`config.mk`:
```
export PLATFORM = sky130hd
export DESIGN_NAME = column_unit
export DESIGN_NICKNAME = d
export VERILOG_FILES = /design/src/design/board_pkg.sv /design/src/design/move_pkg.sv /design/src/design/square_port_if.sv /design/src/design/column_unit.sv /design/src/design/column_collector.sv /design/src/design/square_unit.sv /design/src/design/move_fifo.sv
export VERILOG_INCLUDE_DIRS = /design/src /design/src/design
export SDC_FILE = /design/constraint.sdc
export NUM_CORES = 2
export LEC_CHECK = 0
export BUFFER_PORTS_ARGS = -buffer_cell sky130_fd_sc_hd__buf_2
export CORE_MARGIN = 4
export CORE_UTILIZATION = 25
export CTS_CLUSTER_SIZE = 12
export DETAILED_ROUTE_END_ITERATION = 10
export GPL_TIMING_DRIVEN = 1
export PLACE_DENSITY = 0.47
export SLEW_MARGIN = 25
export SYNTH_ARGS = -nofsm -noshare
export SYNTH_HDL_FRONTEND = slang
export SYNTH_SLANG_ARGS = --single-unit
```
`constraint.sdc`:
```
create_clock -name clk -period 10.2 [get_ports clk]
set_input_delay 1.53 -clock clk [delete_from_list [all_inputs] [get_ports clk]]
set_output_delay 1.53 -clock clk [all_outputs]
set_load 0.1 [all_outputs]
```
`src/design/move_defines.svh`:
```
`ifndef MOVE_DEFINES_SVH
`define MOVE_DEFINES_SVH

// board geometry
`define BOARD_ROWS 8

// one square has at most 7 vertical moves
`define SQ_FIFO_DEPTH 8
// whole column, deep enough for every square at once
`define COL_FIFO_DEPTH 64

// piece type codes, low three bits of a piece
`define PC_EMPTY 3'd0
`define PC_PAWN 3'd1
`define PC_KNIGHT 3'd2
`define PC_BISHOP 3'd3
`define PC_ROOK 3'd4
`define PC_QUEEN 3'd5
`define PC_KING 3'd6

// color bit of a piece, set for black
`define PC_BLACK_BIT 3

`endif
```
`src/design/board_pkg.sv`:
```
`default_nettype none

`include "move_defines.svh"

package board_pkg;

	// bit 3 is the color, bits 2..0 the piece type
	typedef logic [3:0] piece_t;

	typedef logic [2:0] kind_t;

	// row index, 0 is row 1
	typedef logic [2:0] row_t;

	// file index of the column
	typedef logic [2:0] file_t;

	// index 7 holds row 8, index 0 (low nibble) holds row 1
	typedef piece_t [`BOARD_ROWS-1:0] col_state_t;

endpackage

`default_nettype wire

```
`src/design/move_pkg.sv`:
```
`default_nettype none

package move_pkg;
	import board_pkg::*;

	// castle and en_passant stay 0 inside a single column
	typedef struct packed {
		logic invalid;
		logic promote;
		logic pawn_move;
		logic pawn_2sq;
		logic en_passant;
		logic castle;
		logic capture;
	} move_flags_t;

	// square fifo entry, the from row is implied by the square
	typedef struct packed {
		move_flags_t flags;
		row_t to_row;
	} sq_move_t;

	typedef struct packed {
		row_t row;
		file_t file;
	} sq_addr_t;

	// column fifo entry, same bit order as move_out
	typedef struct packed {
		move_flags_t flags;
		sq_addr_t from_sq;
		sq_addr_t to_sq;
	} move_t;

endpackage

`default_nettype wire

```
`src/design/square_port_if.sv`:
```
`timescale 1ns/1ns
`default_nettype none

// link from one square unit to the collector
interface square_port_if
	import move_pkg::*;
();

	// head of the square fifo, valid while empty is low
	sq_move_t move;
	logic empty;
	// level, high once the square has finished
	logic done;
	// one-cycle pop
	logic rden;

	modport square (
		output move,
		output empty,
		output done,
		input rden
	);

	modport collector (
		input move,
		input empty,
		input done,
		output rden
	);

endinterface

`default_nettype wire

```
`src/design/column_unit.sv`:
```
`timescale 1ns/1ns
`default_nettype none

`include "move_defines.svh"

// one board column: eight square units feeding one column fifo
module column_unit
	import board_pkg::*, move_pkg::*;
(
	input wire logic clk,
	input wire logic reset,
	input wire logic start,
	input wire col_state_t col_state,
	input wire file_t xpos,
	input wire logic rden,
	output move_t move_out,
	output logic fifo_empty,
	output logic done
);

	logic col_wr_en;
	move_t col_wr_data;
	logic col_full;

	square_port_if sq_if [`BOARD_ROWS] ();

	// index g sits on row g+1
	for (genvar g = 0; g < `BOARD_ROWS; g++) begin : g_sq
		square_unit #(
			.SQ_ROW(g)
		) u_sq (
			.clk(clk),
			.reset(reset),
			.start(start),
			.col_state(col_state),
			.port(sq_if[g])
		);
	end

	column_collector u_collector (
		.clk(clk),
		.reset(reset),
		.start(start),
		.xpos(xpos),
		.sq(sq_if),
		.col_wr_en(col_wr_en),
		.col_wr_data(col_wr_data),
		.col_full(col_full),
		.done(done)
	);

	// pops on an empty fifo are dropped
	move_fifo #(
		.payload_t(move_t),
		.DEPTH(`COL_FIFO_DEPTH)
	) u_col_fifo (
		.clk(clk),
		.reset(reset),
		.wr_en(col_wr_en),
		.wr_data(col_wr_data),
		.rd_en(rden && !fifo_empty),
		.rd_data(move_out),
		.empty(fifo_empty),
		.full(col_full)
	);

endmodule

`default_nettype wire

```
`src/design/column_collector.sv`:
```
`timescale 1ns/1ns
`default_nettype none

`include "move_defines.svh"

// drains the square fifos in row order 8 down to 1
module column_collector
	import board_pkg::*, move_pkg::*;
(
	input wire logic clk,
	input wire logic reset,
	input wire logic start,
	input wire file_t xpos,
	square_port_if.collector sq [`BOARD_ROWS],
	output logic col_wr_en,
	output move_t col_wr_data,
	input wire logic col_full,
	output logic done
);

	typedef enum logic [1:0] {
		WAIT = 2'b01,
		GETM = 2'b11,
		DONE = 2'b10
	} coll_state_t;

	coll_state_t state;
	logic [`BOARD_ROWS-1:0] moved;
	row_t ptr;
	row_t pick;

	logic [`BOARD_ROWS-1:0] sq_done;
	logic [`BOARD_ROWS-1:0] sq_empty;
	logic [`BOARD_ROWS-1:0] rden_vec;
	sq_move_t sq_move [`BOARD_ROWS];
	sq_move_t head;

	// interface arrays only take constant indices
	for (genvar g = 0; g < `BOARD_ROWS; g++) begin : g_port
		assign sq_done[g] = sq[g].done;
		assign sq_empty[g] = sq[g].empty;
		assign sq_move[g] = sq[g].move;
		assign sq[g].rden = rden_vec[g];
	end

	// highest row not yet moved
	always_comb begin
		pick = '0;
		for (int i = 0; i < `BOARD_ROWS; i++) begin
			if (!moved[i])
				pick = row_t'(i);
		end
	end

	assign head = sq_move[ptr];

	always_comb begin
		rden_vec = '0;
		if (state == GETM && !sq_empty[ptr] && !col_full)
			rden_vec[ptr] = 1'b1;
	end

	assign col_wr_en = |rden_vec;

	always_comb begin
		col_wr_data.flags = head.flags;
		col_wr_data.from_sq.row = ptr;
		col_wr_data.from_sq.file = xpos;
		col_wr_data.to_sq.row = head.to_row;
		col_wr_data.to_sq.file = xpos;
	end

	assign done = (state == DONE);

	always_ff @(posedge clk) begin
		if (reset || start) begin
			state <= WAIT;
			moved <= '0;
			ptr <= '0;
		end else begin
			case (state)
				WAIT: begin
					if (&moved) begin
						state <= DONE;
					end else if (sq_done[pick]) begin
						// done and empty, nothing to fetch
						if (sq_empty[pick]) begin
							moved[pick] <= 1'b1;
						end else begin
							ptr <= pick;
							state <= GETM;
						end
					end
				end
				GETM: begin
					if (sq_empty[ptr]) begin
						moved[ptr] <= 1'b1;
						state <= WAIT;
					end
				end
				default: ;
			endcase
		end
	end

	a_one_pop: assert property (@(posedge clk) disable iff (reset) $onehot0(rden_vec))
		else $error("column_collector: more than one square popped");
	a_no_full_write: assert property (@(posedge clk) disable iff (reset)
		col_wr_en |-> !col_full)
		else $error("column_collector: write into full column fifo");

endmodule

`default_nettype wire

```
`src/design/square_unit.sv`:
```
`timescale 1ns/1ns
`default_nettype none

`include "move_defines.svh"

// enumerates the in-column moves of a white piece on one square
module square_unit
	import board_pkg::*, move_pkg::*;
#(
	parameter int SQ_ROW = 0
) (
	input wire logic clk,
	input wire logic reset,
	input wire logic start,
	input wire col_state_t col_state,
	square_port_if.square port
);

	localparam row_t HOME = row_t'(SQ_ROW);
	localparam row_t TOP_ROW = row_t'(`BOARD_ROWS - 1);

	typedef enum logic [1:0] {S_IDLE, S_UP, S_DOWN, S_NONE} scan_state_t;

	scan_state_t state;
	row_t cur;
	logic first;
	kind_t kind_q;
	logic done_q;

	piece_t own;
	kind_t own_kind;
	row_t target;
	piece_t tp;
	logic t_empty;
	logic t_black;
	logic is_pawn;
	logic is_king;
	logic scanning;
	logic ray_more;
	logic wr_en;
	sq_move_t wr_data;

	function automatic logic up_kind(input kind_t k);
		return (HOME != TOP_ROW) &&
			(k == `PC_PAWN || k == `PC_ROOK || k == `PC_QUEEN || k == `PC_KING);
	endfunction

	// pawns never move down
	function automatic logic down_kind(input kind_t k);
		return (HOME != 3'd0) && (k == `PC_ROOK || k == `PC_QUEEN || k == `PC_KING);
	endfunction

	assign own = col_state[HOME];
	// anything but a white piece is treated as no mover
	assign own_kind = (!own[`PC_BLACK_BIT]) ? own[2:0] : `PC_EMPTY;

	assign scanning = (state == S_UP) || (state == S_DOWN);
	assign target = (state == S_UP) ? cur + 1'b1 : cur - 1'b1;
	assign tp = col_state[target];
	assign t_empty = (tp[2:0] == `PC_EMPTY);
	assign t_black = tp[`PC_BLACK_BIT] && !t_empty;
	assign is_pawn = (kind_q == `PC_PAWN);
	assign is_king = (kind_q == `PC_KING);

	// pawns push only onto empty squares
	assign wr_en = scanning && (t_empty || (t_black && !is_pawn));

	always_comb begin
		wr_data = '0;
		wr_data.to_row = target;
		wr_data.flags.capture = t_black;
		wr_data.flags.pawn_move = is_pawn;
		wr_data.flags.pawn_2sq = is_pawn && !first;
		wr_data.flags.promote = is_pawn && (target == TOP_ROW);
	end

	// second pawn step only from row 2, kings take one step
	assign ray_more = t_empty && !is_king &&
		(!is_pawn || (first && HOME == 3'd1)) &&
		((state == S_UP) ? (target != TOP_ROW) : (target != 3'd0));

	always_ff @(posedge clk) begin
		if (reset) begin
			state <= S_IDLE;
			done_q <= 1'b0;
			cur <= HOME;
			first <= 1'b1;
			kind_q <= `PC_EMPTY;
		end else if (start) begin
			done_q <= 1'b0;
			cur <= HOME;
			first <= 1'b1;
			kind_q <= own_kind;
			if (up_kind(own_kind))
				state <= S_UP;
			else if (down_kind(own_kind))
				state <= S_DOWN;
			else
				state <= S_NONE;
		end else begin
			case (state)
				S_UP, S_DOWN: begin
					if (ray_more) begin
						cur <= target;
						first <= 1'b0;
					end else if (state == S_UP && down_kind(kind_q)) begin
						state <= S_DOWN;
						cur <= HOME;
						first <= 1'b1;
					end else begin
						state <= S_IDLE;
						done_q <= 1'b1;
					end
				end
				// nothing to scan, still one cycle
				S_NONE: begin
					state <= S_IDLE;
					done_q <= 1'b1;
				end
				default: ;
			endcase
		end
	end

	assign port.done = done_q;

	move_fifo #(
		.payload_t(sq_move_t),
		.DEPTH(`SQ_FIFO_DEPTH)
	) u_sq_fifo (
		.clk(clk),
		.reset(reset),
		.wr_en(wr_en),
		.wr_data(wr_data),
		.rd_en(port.rden),
		.rd_data(port.move),
		.empty(port.empty),
		.full()
	);

	// collector relies on done holding until the next start
	a_done_hold: assert property (@(posedge clk) disable iff (reset)
		$fell(done_q) |-> ($past(start) || $past(reset)))
		else $error("square_unit: done fell without start");

endmodule

`default_nettype wire

```
`src/design/move_fifo.sv`:
```
`timescale 1ns/1ns
`default_nettype none

// circular buffer with a show-ahead read port
module move_fifo #(
	parameter type payload_t = logic [7:0],
	parameter int DEPTH = 8
) (
	input wire logic clk,
	input wire logic reset,
	input wire logic wr_en,
	input wire payload_t wr_data,
	input wire logic rd_en,
	output payload_t rd_data,
	output logic empty,
	output logic full
);

	localparam int AW = (DEPTH > 1) ? $clog2(DEPTH) : 1;
	localparam int CW = $clog2(DEPTH + 1);

	payload_t mem [DEPTH];
	logic [AW-1:0] wr_ptr;
	logic [AW-1:0] rd_ptr;
	logic [CW-1:0] count;

	// wrap at DEPTH, which need not be a power of two
	function automatic logic [AW-1:0] next_ptr(input logic [AW-1:0] p);
		return (p == AW'(DEPTH - 1)) ? '0 : p + 1'b1;
	endfunction

	assign empty = (count == '0);
	assign full = (count == CW'(DEPTH));
	assign rd_data = mem[rd_ptr];

	always_ff @(posedge clk) begin
		if (reset) begin
			wr_ptr <= '0;
			rd_ptr <= '0;
			count <= '0;
		end else begin
			if (wr_en)
				wr_ptr <= next_ptr(wr_ptr);
			if (rd_en)
				rd_ptr <= next_ptr(rd_ptr);
			case ({wr_en, rd_en})
				2'b10: count <= count + 1'b1;
				2'b01: count <= count - 1'b1;
				default: ;
			endcase
		end
	end

	always_ff @(posedge clk) begin
		if (wr_en)
			mem[wr_ptr] <= wr_data;
	end

	// writer and reader must respect the flags
	a_no_overflow: assert property (@(posedge clk) disable iff (reset) wr_en |-> !full)
		else $error("move_fifo: write while full");
	a_no_underflow: assert property (@(posedge clk) disable iff (reset) rd_en |-> !empty)
		else $error("move_fifo: read while empty");

endmodule

`default_nettype wire

```
# == Word level (Yosys, flattened, before mapping) ==
# Memory sizes are Yosys's and may differ from the RTL's. A register that Yosys moved wholly into a read port is not among the register bits.
# Index checks and enable logic that the tools add are counted.
# totals
register_bits,192
ram_bits,1664
out_inout_bits,21
word_cells,823
n_memories,9
# classes
n_addsub,52
magnitude_cmp,13
eq_ne,170
muxes,230
bitwise,5
n_reduce_logical,274
# memory_table
memory,depth,width,rd,rd_ports_with_merged_regs,wr,line_no,text
u_col_fifo.mem,64,19,1,1,1,move_fifo.sv:22,payload_t mem [DEPTH];
g_sq[0].u_sq.u_sq_fifo.mem,8,7,1,1,1,move_fifo.sv:22,
g_sq[1].u_sq.u_sq_fifo.mem,8,7,1,1,1,move_fifo.sv:22,
g_sq[2].u_sq.u_sq_fifo.mem,8,7,1,1,1,move_fifo.sv:22,
g_sq[3].u_sq.u_sq_fifo.mem,8,7,1,1,1,move_fifo.sv:22,
g_sq[4].u_sq.u_sq_fifo.mem,8,7,1,1,1,move_fifo.sv:22,
+3 memories,--,--,--,--,--,--,
# ops
operator,n
== test 3 bit (second input constant),70
2-to-1 mux 3 bit,68
binary-select mux 4 bit (select 3 bit),8
logical AND 1 bit,76
adder 3 x 1 -> 3 bit (second input constant),24
2-to-1 mux 1 bit,68
2-to-1 mux 2 bit,34
logical OR 1 bit,67
case mux 4 bit (2 select lines),8
== test 2 bit (second input constant),27
nonzero test 2 bit,25
inequality test 3 bit (second input constant),16
nonzero test 3 bit,16
== test 3 x 1 -> 1 bit (second input constant),15
less-than comparator 3 x 4 -> 1 bit (second input constant),10
2-to-1 mux 8 bit,5
== test 2 x 1 -> 1 bit (second input constant),18
case mux 2 bit (2 select lines),9
logical NOT 1 bit,35
inequality test 2 bit (second input constant),17
AND reduction 2 bit,17
adder 4 x 1 -> 4 bit (second input constant),8
logical NOT 4 bit,8
2-to-1 mux 4 bit,8
31 further kinds,87

# == Logic depth before layout (Yosys ltp) ==
# depth
depth_word,16
mapped_depth,18
mapped_depth_nobuf,18

# == By module ==
# Synthesis repeated with hierarchy kept, for this count alone.
# unflattened
hier_cells,4778
area_unflattened_um2,87197.4
# modules_own_cells
module,instances,cells_each,area_per_inst_um2
move_fifo (u_col_fifo),1,2158,47758.3
move_fifo (g_sq[0].u_sq.u_sq_fifo ...),4,191,3732.3
move_fifo (g_sq[1].u_sq.u_sq_fifo ...),2,192,3743.6
move_fifo (g_sq[2].u_sq.u_sq_fifo ...),2,190,3741.1
column_collector,1,217,1801.7
square_unit (g_sq[1].u_sq),1,130,1038.5
square_unit (g_sq[3].u_sq),1,109,1021.0
square_unit (g_sq[4].u_sq),1,110,998.5
square_unit (g_sq[6].u_sq),1,109,980.9
square_unit (g_sq[2].u_sq),1,117,978.4
square_unit (g_sq[5].u_sq),1,107,967.2
square_unit (g_sq[0].u_sq),1,96,883.3
square_unit (g_sq[7].u_sq),1,96,857.1
column_unit,1,1,13.8

# == Least setup slack after synthesis ==
# Ideal clock, no wire load.
# synth_timing
path_kind,flip-flop to flip-flop
from,reg u_collector.ptr[1]
to,"mem u_col_fifo.mem[0][12] in the netlist's numbering, data pin"
setup_ns,0.563
t_arrival_ns,4.493
required_ns,9.637
path_slack_ns,5.143
stages_incl_launch_ff,5
path_buffers,2
period_less_slack_ns,5.057
cell_sequence,dfxtp_1 > buf_1 > clkbuf_1 > mux4_2 > mux2i_1
# synth_rtl
element,line_no,text
from (decl),column_collector.sv:29,row_t ptr;
from (signal assigned),column_collector.sv:90,ptr <= pick;
to (decl),move_fifo.sv:22,

==> metrics.txt <==
Reg clk slew, reported paths=60 ps; status=finished, final reports clean; Post-synth EDFFs=1280; CTS Hold Buffers Added=0; register bit total from synthesis=1502; Tot GR Track Use=12.3%; Initial Utilization=about 25%; grt ovf=0; initial drt markers=2612; sequential share of power=between 50% and 60%; crit end category=primary output; Synth area leaders=edfxtp_1 62%, mux4_2 15%, dfxtp_1 7.1%; final setup vio count=0; Post-CTS Resized=0; DRC viols=0; Setup WS pre-CTS=4750 ps; Arrival @ worst endpoint=approximately 4600 ps; ANT nets after route=0; CTS sink cnt=roughly 1.5k; post-synth top area cell=edfxtp_1; CP required=around 8700 ps; max-cap violation count=0; fin crit period=6170 ps; Worst Skew=33.9 ps; initial antenna violation count=10; Worst Max-Slew Pin Slew=1060 ps; internal power=10.0 mW; simple-gate portion of the synthesized area=approximately 5.3%; Synth async-reset ratio=0%; FF-to-FF setup slack=5150 ps; Synth top area share=61.6%; worst hold path depth=2; R2R Path End=u_col_fifo.mem[43][3]; worst hold path type=reg2reg; Register-to-Register Path Depth=11; Slew headroom=slightly below 30%; mux contribution to synthesized area=17.6%; pin count of the biggest net entering global routing=91; sequential share of the synthesized area=68.8%; # rows=183; GP Congestion=0.768; Critical Path End=move_out[3]; Post-DP Area=0.0672 mm2; wire per inst=22.6 um; Syn Std Cell Area=0.0624 mm2; sw frac=23.0%; WS Path Type=reg2out; worst hold margin=447 ps; unrepaired setup endpoints after global routing=no; setup_tns=0 ps; Die H=just over 500 um; final hold viol count=0; CTS Buffer Depth=3; leakage=22.7 nW; area share of xor/xnor cells in the synthesized design=less than 1%; Adder-Cell Fraction of Synth Area=roughly 2.4%; Net Sw Power=~3.0 mW; drt total wl=roughly 160000 um; total setup buffers inserted after CTS=0; Synth Instances=3491; fin nets=3808; CTS tree=done; ys flop type=edfxtp_1; hpwl dp=99700 um; Vias=between 30k and 40k; Syn Area/Cell=17.9 um2; Root Buffer Master=clkbuf_16; Power Total=between 10 and 15 mW; IO Port Bufs=56; clock buffer count from CTS=roughly 150; fin. max-slew vios=0; synth-to-layout area growth=15.4%; io pins=60; total power per unit cell area=181 mW/mm2; CP Launch Type=flip-flop; Ys Warns=0; Clk pwr share=41.2%; RR Startpoint=u_collector.ptr[0]; Hold Startpoint=g_sq[0].u_sq.first; Comb power frac=6.0%; Distinct cells, synth=86; clock latency on the worst-skew pair=approximately 800 ps; Peak VDD IR=152 uV; Max Freq=approximately 0.16 GHz; first-pass GRT wire length=233000 um; largest family of logic cells by synthesized area=multiplexers; DR pass1 iterations=6; Die Footprint=0.258 mm2; layout cells sized above 1=24.0%; vias in the first global route=around 33k; Setup WS post-layout=4030 ps; period utilization=between 60% and 70%; CP max FO=42; post-synthesis compound-gate area fraction=2.89%; vias per inst=4.54; chip width=507 um; H-tree Lvls=4; post-route cell area=roughly 0.072 mm2; core area=0.248 mm2
synth_stat cells (6+ instances only):
cell          n
xnor2_1      18
buf_4         8
a21o_1        7
nand2b_1     30
nand4_1       8
nand3_1      27
edfxtp_1   1280
and2_1        7
o22ai_1       6
a31oi_1      16
o21a_1       11
o21ai_0      62
nor2_1      298
dfxtp_1     222
clkbuf_1     96
mux2_2        7
or3_1        37
nor4_1       16
o211ai_1      7
bufbuf_16     6
buf_1        29
nand3b_1     18
a211oi_1     11
nor3b_1      13
fa_1          8
xor2_1       36
a21oi_1     108
mux4_2      422
and3_1       13
nand2_1     116
ha_1        108
mux2i_1     139
inv_1        89
nor2b_1      20
buf_2        26
nor3_1       56
or4_1        10
a22oi_1       7
cells in the final DEF, fill, tap and decap left out, types with 9 or more instances in the layout:
| cell type | instances |
|---|---|
| nor2_1 | 249 |
| clkbuf_1 | 55 |
| o21a_1 | 11 |
| buf_4 | 111 |
| o21ai_0 | 62 |
| dfxtp_1 | 207 |
| clkbuf_16 | 154 |
| or3_1 | 37 |
| nor4_1 | 14 |
| nor2b_1 | 20 |
| nand2_1 | 116 |
| and3_1 | 13 |
| nor2_4 | 17 |
| nand3_1 | 27 |
| mux2i_1 | 132 |
| a211oi_1 | 10 |
| nand2b_1 | 30 |
| nor3_1 | 51 |
| inv_1 | 89 |
| ha_1 | 108 |
| a21oi_1 | 108 |
| clkinv_1 | 19 |
| clkbuf_8 | 9 |
| xnor2_1 | 18 |
| edfxtp_1 | 1280 |
| nand3b_1 | 18 |
| mux4_2 | 422 |
| nor2_2 | 33 |
| dfxtp_2 | 10 |
| or4_1 | 10 |
| a31oi_1 | 16 |
| xor2_1 | 36 |
| nor3b_1 | 10 |
| buf_2 | 55 |
cell families after synthesis:
logic type / count (synthesis)
AO/OA/AOI/OAI: 288
XOR/XNOR: 60
adder cells (fa/ha/maj): 116
buffers and inverters: 259
flip-flops: 1502
multiplexers: 569
other: 1
AND/OR/NAND/NOR: 696
power by group through the flow:
stage | logic [mW] | clock network [mW] | registers (mW)
global placement | 0.775 | 0 | 7.01
global route | 0.856 | 5.79 | 6.89
CTS | 0.788 | 5.52 | 6.88
floorplan | 0.485 | 0 | 6.99
detailed placement | 0.787 | 0 | 7.01
finish | 0.780 | 5.36 | 6.88
flip-flops by register name (all words and copies together) (netlist names), 16 cells and up, named ones only:
name                        cells
g_sq.u_sq.u_sq_fifo.rd_ptr     24
g_sq.u_sq.u_sq_fifo.count      32
u_col_fifo.mem                832
g_sq.u_sq.cur                  24
g_sq.u_sq.u_sq_fifo.wr_ptr     24
g_sq.u_sq.u_sq_fifo.mem       448
g_sq.u_sq.kind_q               24
g_sq.u_sq.state                16
worst max-delay path, cell delays in order (launching register included):
cell and delay [ps]:
dfxtp_4 840, buf_4 800, mux4_2 620, mux4_2 520, mux4_2 600, buf_2 350
stage by stage:
| stage | util, % | instances |
|---|---|---|
| finish | 29.0 | 7093 |
| global route | 29.0 | 7093 |
| CTS | 29.0 | 7091 |
| detailed placement | 27.1 | 6826 |
| global placement | 27.0 | 6825 |
| floorplan | - | 3493 |
cell type report:
cell class / count / area [um2]
Antenna cell: 1 / 2.50
Tap cell: 3330 / 4170
Inverter: 92 / 345
Fill cell: 24537 / 176000
Timing Repair Buffer: 171 / 1210
Multi-Input combinational cell: 1732 / 18600
Sequential cell: 1502 / 42900
Clock inverter: 47 / 522
Clock buffer: 218 / 4180
routing by layer:
metal	wire (um)	global-route usage (%)
met4	4100	3.65
met2	76700	19.9
met1	71300	16.6
met3	8300	2.50
met5	34	0
worst min path at each step:
| stage | to | slack (ps) |
|---|---|---|
| global placement | g_sq[0].u_sq.first | 430 |
| floorplan | g_sq[0].u_sq.first | 420 |
| CTS | g_sq[0].u_sq.first | 450 |
| detailed placement | g_sq[0].u_sq.first | 440 |
| finish | g_sq[0].u_sq.first | 450 |
| global route | g_sq[0].u_sq.first | 470 |
Power figures use the tool's default switching activity.
